<file path="src/hw/dd_pkg.sv">
`default_nettype none

package dd_pkg;

    // command word layout
    localparam int OPCODE_W  = 15;
    localparam int PAYLOAD_W = 17;

    localparam logic [OPCODE_W-1:0] OP_CONFIG     = 15'd1;
    localparam logic [OPCODE_W-1:0] OP_TRAIN_DONE = 15'd2;
    localparam logic [OPCODE_W-1:0] OP_DRAM_READY = 15'd3;
    localparam logic [OPCODE_W-1:0] OP_WINDOW     = 15'd4;
    localparam logic [OPCODE_W-1:0] OP_WRITE_DONE = 15'd5;
    localparam logic [OPCODE_W-1:0] OP_PROGRESS   = 15'd6;

    // configuration sequence
    localparam int CONFIG_WORDS  = 39;
    localparam int CONFIG_FIELDS = 9;
    localparam int CONFIG_CNT_W  = $clog2(CONFIG_WORDS + 1);

    // ddr user interface
    localparam int DRAM_DATA_W   = 256;
    localparam int APP_ADDR_W    = 29;
    localparam int APP_MASK_W    = DRAM_DATA_W / 8;
    localparam int WIN_ADDR_W    = 32;
    localparam int ADDR_STEP     = 8;
    localparam int PROGRESS_STEP = 10000;
    localparam int PROG_CNT_W    = $clog2(PROGRESS_STEP + 1);

    localparam logic [2:0] APP_CMD_WRITE = 3'b000;

    typedef struct packed {
        logic [PAYLOAD_W-1:0] payload;
        logic [OPCODE_W-1:0]  opcode;
    } cmd_word_t;

    typedef logic [DRAM_DATA_W-1:0] dram_word_t;

    typedef struct packed {
        logic                  en;
        logic [2:0]            cmd;
        logic [APP_ADDR_W-1:0] addr;
        logic                  wdf_wren;
        dram_word_t            wdf_data;
        logic                  wdf_end;
        logic [APP_MASK_W-1:0] wdf_mask;
    } app_write_t;

    typedef struct packed {
        logic [1:0]  asic_mode;
        logic [15:0] training_epochs;
        logic [15:0] inference_epochs;
        logic [1:0]  dataset;
        logic [15:0] timesteps;
        logic [15:0] input_size;
        logic        long_streaming;
        logic        binary_classifier;
        logic        loser_encourage;
    } asic_config_t;

endpackage

`default_nettype wire
</file>
<file path="src/hw/d_domain_top.sv">
`timescale 1ns/1ps
`default_nettype none

module d_domain_top import dd_pkg::*; (
    input  logic         ui_clk,
    input  logic         rst,
    input  logic         p2d_cmd_valid,
    output logic         p2d_cmd_ready,
    input  cmd_word_t    p2d_cmd,
    input  logic         p2d_data_valid,
    output logic         p2d_data_ready,
    input  dram_word_t   p2d_data,
    input  logic         a2d_cmd_valid,
    output logic         a2d_cmd_ready,
    input  cmd_word_t    a2d_cmd,
    input  logic         calib_done,
    input  logic         app_rdy,
    input  logic         app_wdf_rdy,
    output logic         d2p_cmd_valid,
    input  logic         d2p_cmd_ready,
    output cmd_word_t    d2p_cmd,
    output logic         d2a_cmd_valid,
    input  logic         d2a_cmd_ready,
    output cmd_word_t    d2a_cmd,
    output app_write_t   app_req,
    output asic_config_t asic_config
);

    logic                 cfg_valid;
    logic                 cfg_ready;
    logic                 win_valid;
    logic [PAYLOAD_W-1:0] win_payload;
    logic                 done_valid;
    logic                 done_ready;
    cmd_word_t            done_cmd;
    logic                 event_valid;
    logic                 event_ready;
    cmd_word_t            event_cmd;

    cmd_decoder u_cmd_decoder (
        .p2d_valid   (p2d_cmd_valid),
        .p2d_ready   (p2d_cmd_ready),
        .p2d_cmd     (p2d_cmd),
        .cfg_valid   (cfg_valid),
        .cfg_ready   (cfg_ready),
        .win_valid   (win_valid),
        .win_payload (win_payload)
    );

    config_capture u_config_capture (
        .ui_clk      (ui_clk),
        .rst         (rst),
        .cfg_valid   (cfg_valid),
        .cfg_ready   (cfg_ready),
        .cfg_cmd     (p2d_cmd),
        .d2a_valid   (d2a_cmd_valid),
        .d2a_ready   (d2a_cmd_ready),
        .d2a_cmd     (d2a_cmd),
        .a2d_valid   (a2d_cmd_valid),
        .a2d_ready   (a2d_cmd_ready),
        .a2d_cmd     (a2d_cmd),
        .done_valid  (done_valid),
        .done_ready  (done_ready),
        .done_cmd    (done_cmd),
        .asic_config (asic_config)
    );

    dram_writer u_dram_writer (
        .ui_clk      (ui_clk),
        .rst         (rst),
        .win_valid   (win_valid),
        .win_payload (win_payload),
        .data_valid  (p2d_data_valid),
        .data_ready  (p2d_data_ready),
        .data        (p2d_data),
        .app_rdy     (app_rdy),
        .app_wdf_rdy (app_wdf_rdy),
        .app_req     (app_req),
        .event_valid (event_valid),
        .event_ready (event_ready),
        .event_cmd   (event_cmd)
    );

    status_arbiter u_status_arbiter (
        .ui_clk      (ui_clk),
        .rst         (rst),
        .calib_done  (calib_done),
        .done_valid  (done_valid),
        .done_ready  (done_ready),
        .done_cmd    (done_cmd),
        .event_valid (event_valid),
        .event_ready (event_ready),
        .event_cmd   (event_cmd),
        .d2p_valid   (d2p_cmd_valid),
        .d2p_ready   (d2p_cmd_ready),
        .d2p_cmd     (d2p_cmd)
    );

endmodule

`default_nettype wire

</file>
<file path="src/hw/status_arbiter.sv">
`timescale 1ns/1ps
`default_nettype none

module status_arbiter import dd_pkg::*; (
    input  logic      ui_clk,
    input  logic      rst,
    input  logic      calib_done,
    input  logic      done_valid,
    output logic      done_ready,
    input  cmd_word_t done_cmd,
    input  logic      event_valid,
    output logic      event_ready,
    input  cmd_word_t event_cmd,
    output logic      d2p_valid,
    input  logic      d2p_ready,
    output cmd_word_t d2p_cmd
);

    logic ready_sent;
    logic ready_due;
    logic load;

    always_comb begin
        ready_due = calib_done && !ready_sent;
        load      = !d2p_valid || d2p_ready;
    end

    // fixed priority: dram ready, training done, writer events
    always_comb begin
        done_ready  = load && !ready_due;
        event_ready = load && !ready_due && !done_valid;
    end

    always_ff @(posedge ui_clk) begin
        if (rst) begin
            ready_sent <= 1'b0;
            d2p_valid  <= 1'b0;
        end else if (load) begin
            if (ready_due) begin
                d2p_valid       <= 1'b1;
                d2p_cmd.opcode  <= OP_DRAM_READY;
                d2p_cmd.payload <= '0;
                ready_sent      <= 1'b1;
            end else if (done_valid) begin
                d2p_valid <= 1'b1;
                d2p_cmd   <= done_cmd;
            end else if (event_valid) begin
                d2p_valid <= 1'b1;
                d2p_cmd   <= event_cmd;
            end else begin
                d2p_valid <= 1'b0;
            end
        end
    end

endmodule

`default_nettype wire

</file>
<file path="src/hw/dram_writer.sv">
`timescale 1ns/1ps
`default_nettype none

module dram_writer import dd_pkg::*; (
    input  logic                 ui_clk,
    input  logic                 rst,
    input  logic                 win_valid,
    input  logic [PAYLOAD_W-1:0] win_payload,
    input  logic                 data_valid,
    output logic                 data_ready,
    input  dram_word_t           data,
    input  logic                 app_rdy,
    input  logic                 app_wdf_rdy,
    output app_write_t           app_req,
    output logic                 event_valid,
    input  logic                 event_ready,
    output cmd_word_t            event_cmd
);

    logic                  sl_valid;
    logic                  sl_ready;
    dram_word_t            sl_data;
    logic                  wr_fire;
    logic [WIN_ADDR_W-1:0] base_addr;
    logic [WIN_ADDR_W-1:0] last_addr;
    logic [1:0]            win_idx;
    logic [WIN_ADDR_W-1:0] write_count;
    logic [WIN_ADDR_W-1:0] next_count;
    logic [APP_ADDR_W-1:0] wr_addr;
    logic [PROG_CNT_W-1:0] prog_acc;
    logic [PROG_CNT_W-1:0] prog_next;
    logic                  prog_hit;
    logic                  last_hit;

    stream_slice #(
        .payload_t (dram_word_t)
    ) u_data_slice (
        .ui_clk    (ui_clk),
        .rst       (rst),
        .in_valid  (data_valid),
        .in_ready  (data_ready),
        .in_data   (data),
        .out_valid (sl_valid),
        .out_ready (sl_ready),
        .out_data  (sl_data)
    );

    always_comb begin
        sl_ready   = app_rdy && app_wdf_rdy && !event_valid;
        wr_fire    = sl_valid && sl_ready;
        wr_addr    = base_addr[APP_ADDR_W-1:0] + write_count[APP_ADDR_W-1:0];
        next_count = write_count + WIN_ADDR_W'(ADDR_STEP);
        last_hit   = (last_addr == WIN_ADDR_W'(wr_addr));
        // progress every PROGRESS_STEP of count, tracked without a divider
        prog_next  = prog_acc + PROG_CNT_W'(ADDR_STEP);
        prog_hit   = (prog_next == PROG_CNT_W'(PROGRESS_STEP));
    end

    always_ff @(posedge ui_clk) begin
        if (rst) begin
            base_addr   <= '0;
            last_addr   <= '0;
            win_idx     <= '0;
            write_count <= '0;
            prog_acc    <= '0;
            event_valid <= 1'b0;
            app_req     <= '0;
        end else begin
            app_req <= '0;
            if (win_valid) begin
                case (win_idx)
                    2'd0: base_addr[15:0]  <= win_payload[15:0];
                    2'd1: base_addr[31:16] <= win_payload[15:0];
                    2'd2: last_addr[15:0]  <= win_payload[15:0];
                    default: last_addr[31:16] <= win_payload[15:0];
                endcase
                win_idx     <= win_idx + 1'b1;
                write_count <= '0;
                prog_acc    <= '0;
            end else if (wr_fire) begin
                write_count <= next_count;
                prog_acc    <= prog_hit ? '0 : prog_next;
            end
            if (wr_fire) begin
                app_req.en       <= 1'b1;
                app_req.cmd      <= APP_CMD_WRITE;
                app_req.addr     <= wr_addr;
                app_req.wdf_wren <= 1'b1;
                app_req.wdf_data <= sl_data;
                app_req.wdf_end  <= 1'b1;
                app_req.wdf_mask <= '0;
            end
            // finish wins over progress on the same word
            if (wr_fire && last_hit) begin
                event_valid       <= 1'b1;
                event_cmd.opcode  <= OP_WRITE_DONE;
                event_cmd.payload <= '0;
            end else if (wr_fire && prog_hit) begin
                event_valid       <= 1'b1;
                event_cmd.opcode  <= OP_PROGRESS;
                event_cmd.payload <= next_count[PAYLOAD_W-1:0];
            end else if (event_ready) begin
                event_valid <= 1'b0;
            end
        end
    end

endmodule

`default_nettype wire

</file>
<file path="src/hw/config_capture.sv">
`timescale 1ns/1ps
`default_nettype none

module config_capture import dd_pkg::*; (
    input  logic         ui_clk,
    input  logic         rst,
    input  logic         cfg_valid,
    output logic         cfg_ready,
    input  cmd_word_t    cfg_cmd,
    output logic         d2a_valid,
    input  logic         d2a_ready,
    output cmd_word_t    d2a_cmd,
    input  logic         a2d_valid,
    output logic         a2d_ready,
    input  cmd_word_t    a2d_cmd,
    output logic         done_valid,
    input  logic         done_ready,
    output cmd_word_t    done_cmd,
    output asic_config_t asic_config
);

    logic [CONFIG_CNT_W-1:0] cfg_count;
    logic                    cfg_fire;
    logic                    seq_full;
    logic                    is_done;

    stream_slice #(
        .payload_t (cmd_word_t)
    ) u_d2a_slice (
        .ui_clk    (ui_clk),
        .rst       (rst),
        .in_valid  (cfg_valid),
        .in_ready  (cfg_ready),
        .in_data   (cfg_cmd),
        .out_valid (d2a_valid),
        .out_ready (d2a_ready),
        .out_data  (d2a_cmd)
    );

    always_comb begin
        cfg_fire = cfg_valid && cfg_ready;
        seq_full = (cfg_count == CONFIG_CNT_W'(CONFIG_WORDS));
        is_done  = (a2d_cmd.opcode == OP_TRAIN_DONE);
    end

    // training done only goes out after a full sequence
    always_comb begin
        done_valid = a2d_valid && is_done && seq_full;
        done_cmd   = a2d_cmd;
        a2d_ready  = is_done ? (seq_full && done_ready) : 1'b1;
    end

    always_ff @(posedge ui_clk) begin
        if (rst) begin
            cfg_count   <= '0;
            asic_config <= '0;
        end else begin
            if (done_valid && done_ready) begin
                cfg_count <= '0;
            end else if (cfg_fire && !seq_full) begin
                cfg_count <= cfg_count + 1'b1;
            end
            if (cfg_fire && cfg_count < CONFIG_CNT_W'(CONFIG_FIELDS)) begin
                case (cfg_count)
                    0: asic_config.asic_mode         <= cfg_cmd.payload[1:0];
                    1: asic_config.training_epochs   <= cfg_cmd.payload[15:0];
                    2: asic_config.inference_epochs  <= cfg_cmd.payload[15:0];
                    3: asic_config.dataset           <= cfg_cmd.payload[1:0];
                    4: asic_config.timesteps         <= cfg_cmd.payload[15:0];
                    5: asic_config.input_size        <= cfg_cmd.payload[15:0];
                    6: asic_config.long_streaming    <= cfg_cmd.payload[0];
                    7: asic_config.binary_classifier <= cfg_cmd.payload[0];
                    default: asic_config.loser_encourage <= cfg_cmd.payload[0];
                endcase
            end
        end
    end

endmodule

`default_nettype wire

</file>
<file path="src/hw/cmd_decoder.sv">
`timescale 1ns/1ps
`default_nettype none

module cmd_decoder import dd_pkg::*; (
    input  logic                 p2d_valid,
    output logic                 p2d_ready,
    input  cmd_word_t            p2d_cmd,
    output logic                 cfg_valid,
    input  logic                 cfg_ready,
    output logic                 win_valid,
    output logic [PAYLOAD_W-1:0] win_payload
);

    logic is_cfg;
    logic is_win;

    always_comb begin
        is_cfg = (p2d_cmd.opcode == OP_CONFIG);
        is_win = (p2d_cmd.opcode == OP_WINDOW);
    end

    always_comb begin
        cfg_valid   = p2d_valid && is_cfg;
        win_valid   = p2d_valid && is_win;
        win_payload = p2d_cmd.payload;
    end

    // window and unknown words never stall, unknown ones are dropped here
    always_comb begin
        if (is_cfg) begin
            p2d_ready = cfg_ready;
        end else begin
            p2d_ready = 1'b1;
        end
    end

endmodule

`default_nettype wire

</file>
<file path="src/hw/stream_slice.sv">
`timescale 1ns/1ps
`default_nettype none

module stream_slice import dd_pkg::*; #(
    parameter type payload_t = cmd_word_t
) (
    input  logic     ui_clk,
    input  logic     rst,
    input  logic     in_valid,
    output logic     in_ready,
    input  payload_t in_data,
    output logic     out_valid,
    input  logic     out_ready,
    output payload_t out_data
);

    logic     skid_valid;
    payload_t skid_data;

    always_ff @(posedge ui_clk) begin
        if (rst) begin
            out_valid  <= 1'b0;
            skid_valid <= 1'b0;
            in_ready   <= 1'b0;
        end else if (out_ready || !out_valid) begin
            // output slot free, drain the skid entry first
            if (skid_valid) begin
                out_valid  <= 1'b1;
                out_data   <= skid_data;
                skid_valid <= 1'b0;
            end else begin
                out_valid <= in_valid && in_ready;
                out_data  <= in_data;
            end
            in_ready <= 1'b1;
        end else if (in_valid && in_ready) begin
            // output stalled, park the word
            skid_valid <= 1'b1;
            skid_data  <= in_data;
            in_ready   <= 1'b0;
        end else begin
            in_ready <= !skid_valid;
        end
    end

endmodule

`default_nettype wire

</file>
<file path="config.mk">
export PLATFORM = sky130hd
export DESIGN_NAME = d_domain_top
export DESIGN_NICKNAME = d
export VERILOG_FILES = /design/src/hw/dd_pkg.sv /design/src/hw/d_domain_top.sv /design/src/hw/status_arbiter.sv /design/src/hw/dram_writer.sv /design/src/hw/config_capture.sv /design/src/hw/cmd_decoder.sv /design/src/hw/stream_slice.sv
export SDC_FILE = /design/constraint.sdc
export NUM_CORES = 1
export LEC_CHECK = 0
export BUFFER_PORTS_ARGS = -buffer_cell sky130_fd_sc_hd__buf_4
export CORE_AREA = 2 2 309 311
export DETAILED_ROUTE_END_ITERATION = 12
export DIE_AREA = 0 0 311 313
export GPL_TIMING_DRIVEN = 0
export PLACE_DENSITY_LB_ADDON = 0.1
export SYNTH_ARGS = -nofsm -noshare
export SYNTH_HDL_FRONTEND = slang
export SYNTH_SLANG_ARGS = --single-unit
</file>
<file path="constraint.sdc">
create_clock -name ui_clk -period 29.6 [get_ports ui_clk]
set_input_delay 5.92 -clock ui_clk [delete_from_list [all_inputs] [get_ports ui_clk]]
set_output_delay 5.92 -clock ui_clk [all_outputs]
set_load 0.05 [all_outputs]
</file>
# Word level (Yosys, flattened, before mapping)
# Index checks and enable logic that the tools add are counted.
[word_totals] ff_bits=1145 input_bits=330 output_inout_bits=463 word_cells=154
[classes] addsub=5 magnitude_cmp=1 n_eq_ne=15 mux=21 bitwise_logic=6 n_reduce_logical=63
[ops] op="$mux 323" n=1
[ops] op="$mux 256" n=1
[ops] op="$mux 32" n=4
[ops] op="$reduce_and 2->1" n=17
[ops] op="$add 32x4->32 const B" n=1
[ops] op="$eq 32x29->1" n=1
[ops] op="$add 29x29->29" n=1
[ops] op="$eq 6x3->1 const B" n=4
[ops] op="$logic_and 1x1->1" n=18
[ops] op="$eq 15x1->1 const B" n=1
[ops] op="$eq 15x2->1 const B" n=1
[ops] op="$eq 15x3->1 const B" n=1
[ops] op="$add 14x4->14 const B" n=1
[ops] op="$eq 14x14->1 const B" n=1
[ops] op="$mux 1" n=14
[ops] op="$mux 14" n=1
[ops] op="$eq 6x2->1 const B" n=2
[ops] op="$logic_not 1->1" n=10
[ops] op="$reduce_or 2->1" n=5
[ops] op="$reduce_and 3->1" n=3
[ops] op="$reduce_or 8->1" n=1
[ops] op="$add 6x1->6 const B" n=1
[ops] op="$eq 6x1->1 const B" n=1
[ops] op="$eq 6x6->1 const B" n=1
[ops] op="11 further kinds" n=19

# Longest topological paths before layout
[logic_depth] depth_word=8 mapped_depth=14

# Cells and area by module
# Synthesis repeated with hierarchy kept, for this count alone.
[hier_totals] cells_unflattened=2963 area_unflattened_um2=42184.2
[modules_own_cells] module="stream_slice at u_dram_writer.u_data_slice" instances=1 cells_each=808 area_per_inst_um2=19591.3 seq_area_each_um2=15434.8
[modules_own_cells] module="dram_writer" instances=1 cells_each=1503 area_per_inst_um2=14934.3 seq_area_each_um2=8227.9
[modules_own_cells] module="config_capture" instances=1 cells_each=398 area_per_inst_um2=3271.9 seq_area_each_um2=1541.5
[modules_own_cells] module="stream_slice at u_config_capture.u_d2a_slice" instances=1 cells_each=111 area_per_inst_um2=2572.5 seq_area_each_um2=1981.9
[modules_own_cells] module="status_arbiter" instances=1 cells_each=117 area_per_inst_um2=1604.0 seq_area_each_um2=1001.0
[modules_own_cells] module="cmd_decoder" instances=1 cells_each=26 area_per_inst_um2=210.2 seq_area_each_um2=0.0

# Worst setup path before layout
# Ideal clock, no wire load.
[synth_timing] path_kind="input-to-reg" start="input port rst" end="register u_dram_writer.u_data_slice.skid_data[0] (netlist name), enable pin" arrival_ps=23573 required_ps=28414 path_slack_ps=4840 path_stages=3 path_buffers=2 cell_sequence="clkbuf_1 clkbuf_1 nor3_1"
[synth_between] elab_chain_cells=2
[synth_lines] element="start, declared" line="d_domain_top.sv:6" text="input logic rst,"
[synth_lines] element="$not 1->1 (no source line)"
[synth_lines] element="$reduce_and 3->1 (no source line)"
[synth_lines] element="end signal, assigned" line="stream_slice.sv:39" text="skid_data <= in_data;"
[synth_lines] element="end, declared" line="stream_slice.sv:18" text="payload_t skid_data;"
# Every way passes these cells.
# A chain may end at the register's enable or synchronous reset.

# Worst setup path in the final report
[layout_timing] start="input port p2d_cmd[8] (netlist name)" end="output port p2d_cmd_ready"
[layout_between] elab_chain_cells=2
[layout_lines] element="start, declared" line="d_domain_top.sv:9" text="input cmd_word_t p2d_cmd,"
[layout_lines] element="$eq 15x1->1" line="cmd_decoder.sv:18" text="is_cfg = (p2d_cmd.opcode == OP_CONFIG);"
[layout_lines] element="$mux 1" line="cmd_decoder.sv:30" text="if (is_cfg) begin"
[layout_lines] element="end, declared" line="d_domain_top.sv:8" text="output logic p2d_cmd_ready,"
# Every way passes these cells.

==> impl_metrics.py <==
metrics = {
    "run_status": {
        "status": "completed",
    },
    "sta": {
        "finClkSkew_ns": 0.0411,
        "timing.final.crit_share_pct": 45.0,
        "worstMarginPinSlew_ns": 1.11,
        "whs_ns": 0.419,
        "rsz0062_at_grt": "false",
        "fin_crit_ns": 13.33,
        "setup_ws_ns": 16.27,
        "hold_viol_final": 0,
        "maxSlewHeadroom_pct": 26.3,
        "setup_viol": 0,
        "maxSlewViolCount": 0,
        "finalSetupTns_ns": 0,
        "max_freq_mhz": 75.0,
    },
    "synth": {
        "synthArstFlopShare_pct": 0,
        "ys_top_cells_by_count": "edfxtp_1 (624), dfxtp_1 (472), nand2_1 (321)",
        "synth_cell_type_count": 80,
        "syn_area_per_cell_um2": 13.6,
        "synth_top_area_cell": "edfxtp_1",
        "yosysWarnings": 0,
        "syn_inst": 2977,
        "synth_top_area_share_pct": 46.2,
        "synth_edf_count": 624,
        "synth_area_leaders": "edfxtp_1 (46%), dfxtp_1 (23%), mux2_2 (8.0%), and2_1 (4.2%), nand2_1 (3.0%)",
        "synth_seq_cells": 1096,
        "synth_most_common_cell": "edfxtp_1",
        "syn_area_um2": 40600,
        "synthFlopType": "edfxtp_1",
        "ys_seq_area_share_pct": 69.5,
    },
    "clock_network": {
        "tritoncts": "built",
        "cts_resized": 0,
        "clk_latency_ns": 0.72,
        "htreeDepth": 3,
        "ctsHoldBuffers": 0,
        "clock_sinks": 1096,
        "cts_buffer_depth": 3,
        "cts_made_buffers": 112,
        "cts_setup_buffers": 0,
        "clkTransAtPathRegs_ns": 0.06,
        "cts-root-buf": "clkbuf_16",
    },
    "hold_path": {
        "whs_endpoint": "u_dram_writer.app_req[56]$_SDFF_PP0_",
        "hp-class": "reg2reg",
        "hold_start": "u_dram_writer.u_data_slice.out_data[23]$_DFFE_PP_",
        "holdPathStages": 1,
    },
    "placed_design": {
        "dp_cells": 5087,
        "dpl.hpwl_um": 85700,
        "dpl_worst_slack_ns": 16.29,
        "place.gp.congestion": 0.886,
        "placed_area_um2": 48700,
        "io_buffers": 756,
    },
    "floorplan": {
        "die_w_um": 311,
        "chipHeight_um": 313,
        "die_area_um2": 97300,
        "initial_core_util_pct": 43.1,
        "io_pins": 793,
        "core-area_um2": 94200,
        "num_rows": 113,
    },
    "routing": {
        "detail-route-antenna-nets": 0,
        "wl_per_cell_um": 21.5,
        "drc_errors": 0,
        "via_count": 25921,
        "viasPerCell": 4.89,
        "drtIter0Drc": 1464,
        "first_pass_iters": 5,
        "routed_wl_um": 114000,
    },
    "worst_setup_path": {
        "crit_top_cell": "buf_4",
        "cp_slowest_cell": "or4_1",
        "critical_path.max_fanout": 3,
        "r2r_start": "u_dram_writer.write_count[3]$_SDFFE_PP0P_",
        "worstPathArrival_ns": 7.41,
        "max_stage_delay_ns": 0.54,
        "cp-end-kind": "primary output",
        "crit_path_start_kind": "input pin",
        "path_cells": "buf_4 > or4_1 > nor4_2 > nand3_1 > buf_4",
        "required_ns": 23.68,
        "reg2reg_to": "u_dram_writer.event_cmd[30]$_SDFFCE_PP0P_",
        "r2r_setup_slack_ns": 24.74,
        "crit_type": "in2out",
        "worstRegToRegCells": 11,
    },
    "finish": {
        "drive_gt1_share_pct": 33.5,
        "post-route-util_pct": 55.7,
        "fillers": 8082,
        "nets": 4303,
        "finalNonFillerCells": 5304,
        "syn2layout_area_growth_pct": 29.3,
        "final_area_um2": 52500,
    },
    "global_route": {
        "globalRoute.totalOverflow": 0,
        "grt_max_degree": 32,
        "grt_pass1_vias": 25584,
        "grt_pass1_wl_um": 166000,
        "grt_use_total_pct": 22.9,
        "antenna_found_initial": 21,
    },
    "power_and_ir_drop": {
        "vdd_ir_drop_max_mv": 0.0546,
        "total_leakage_power_nw": 20.3,
        "power_density_nw_per_um2": 62.3,
        "p_total_mw": 3.27,
    },
    "run": {
        "drv_cap": 0,
    },
}
kinds of logic (layout without fill, tap and decap cells):
kind of cell,Yosys count,in the layout,synth area share [%]
adder cells (fa/ha/maj),37,37,1.16
AO/OA/AOI/OAI,307,307,4.56
other,1,51,0.00924
flip-flops,1096,1096,69.5
buffers and inverters,223,1235,2.58
AND/OR/NAND/NOR,908,908,11.3
XOR/XNOR,94,94,2.36
multiplexers,311,311,8.56
worst max path at each step:
stage                           start  depth (start not counted)                                             endpoint
after floorplan                   rst                          3    u_dram_writer.u_data_slice.skid_data[0]$_DFFE_PP_
after global placement            rst                          3  u_dram_writer.u_data_slice.skid_data[120]$_DFFE_PP_
after detailed placement   p2d_cmd[8]                          5                                        p2d_cmd_ready
after CTS                 p2d_cmd[12]                          5                                        p2d_cmd_ready
after global routing       p2d_cmd[8]                          5                                        p2d_cmd_ready
final                      p2d_cmd[8]                          5                                        p2d_cmd_ready
power by group:
group          total, mW  internal [mW]  switching, mW
Sequential          1.66           1.65        0.00778
Clock               1.44          0.848          0.595
Combinational      0.171         0.0701          0.101
flip-flops by register name, indices dropped and copies added (netlist names), 2 cells and up:
register and flops:
u_dram_writer.win_idx 2, u_dram_writer.u_data_slice.out_data 256, u_dram_writer.last_addr 32, u_dram_writer.base_addr 29, u_config_capture.u_d2a_slice.skid_data 32, u_status_arbiter.d2p_cmd 32, u_config_capture.u_d2a_slice.out_data 32, u_dram_writer.event_cmd 16
u_dram_writer.u_data_slice.skid_data 256, u_config_capture.asic_config 71, u_config_capture.cfg_count 6, u_dram_writer.app_req 286, u_dram_writer.write_count 26, u_dram_writer.prog_acc 11
layout by cell type (no fill, tap or decap), types with 10 or more instances in the layout:
master and instances:
edfxtp_1 624, xor2_1 41, clkbuf_1 163, and2_1 272, inv_1 18, nor2b_1 10, buf_6 32, nand2_1 321
nand3_1 38, nand2b_1 12, ha_1 36, a21oi_1 185, nor3_1 24, nand4_1 20, mux2_2 288, dfxtp_1 472
and3_1 13, buf_2 14, buf_4 801, mux2i_1 23, clkinv_1 13, bufinv_16 10, o21ai_0 30, nor2_1 120
clkbuf_8 20, a21o_1 17, or3_1 11, clkinv_2 18, xnor2_1 43, clkbuf_16 114, conb_1 47, nor4_1 11
critical path, delay by kind of cell:
kind	cells	cell delay [ns]
and+or+nand+nor	3	1.13
buffers and inverters	2	0.35
per-layer routing:
| metal | wire length, um | part of all wire, % | GRT usage [%] |
|---|---|---|---|
| met4 | 2940 | 2.6 | 7.07 |
| met5 | 194 | 0.17 | 0 |
| met3 | 10500 | 9.2 | 8.64 |
| met2 | 57400 | 50 | 40.0 |
| met1 | 43000 | 38 | 26.0 |
cell type report:
cell class,count,area [um2],share of cell area (%)
multi-input combinational,1704,11600,22.0
sequential,1096,28200,53.7
clock inverter,51,592,1.13
inverter,18,67.6,0.129
clock buffer,162,3230,6.16
timing repair buffer,799,6270,12.0
tap,1265,1580,3.02
antenna,4,10.0,0.0191
buffer,205,978,1.86
No activity file was read; power rests on OpenSTA's default activity.
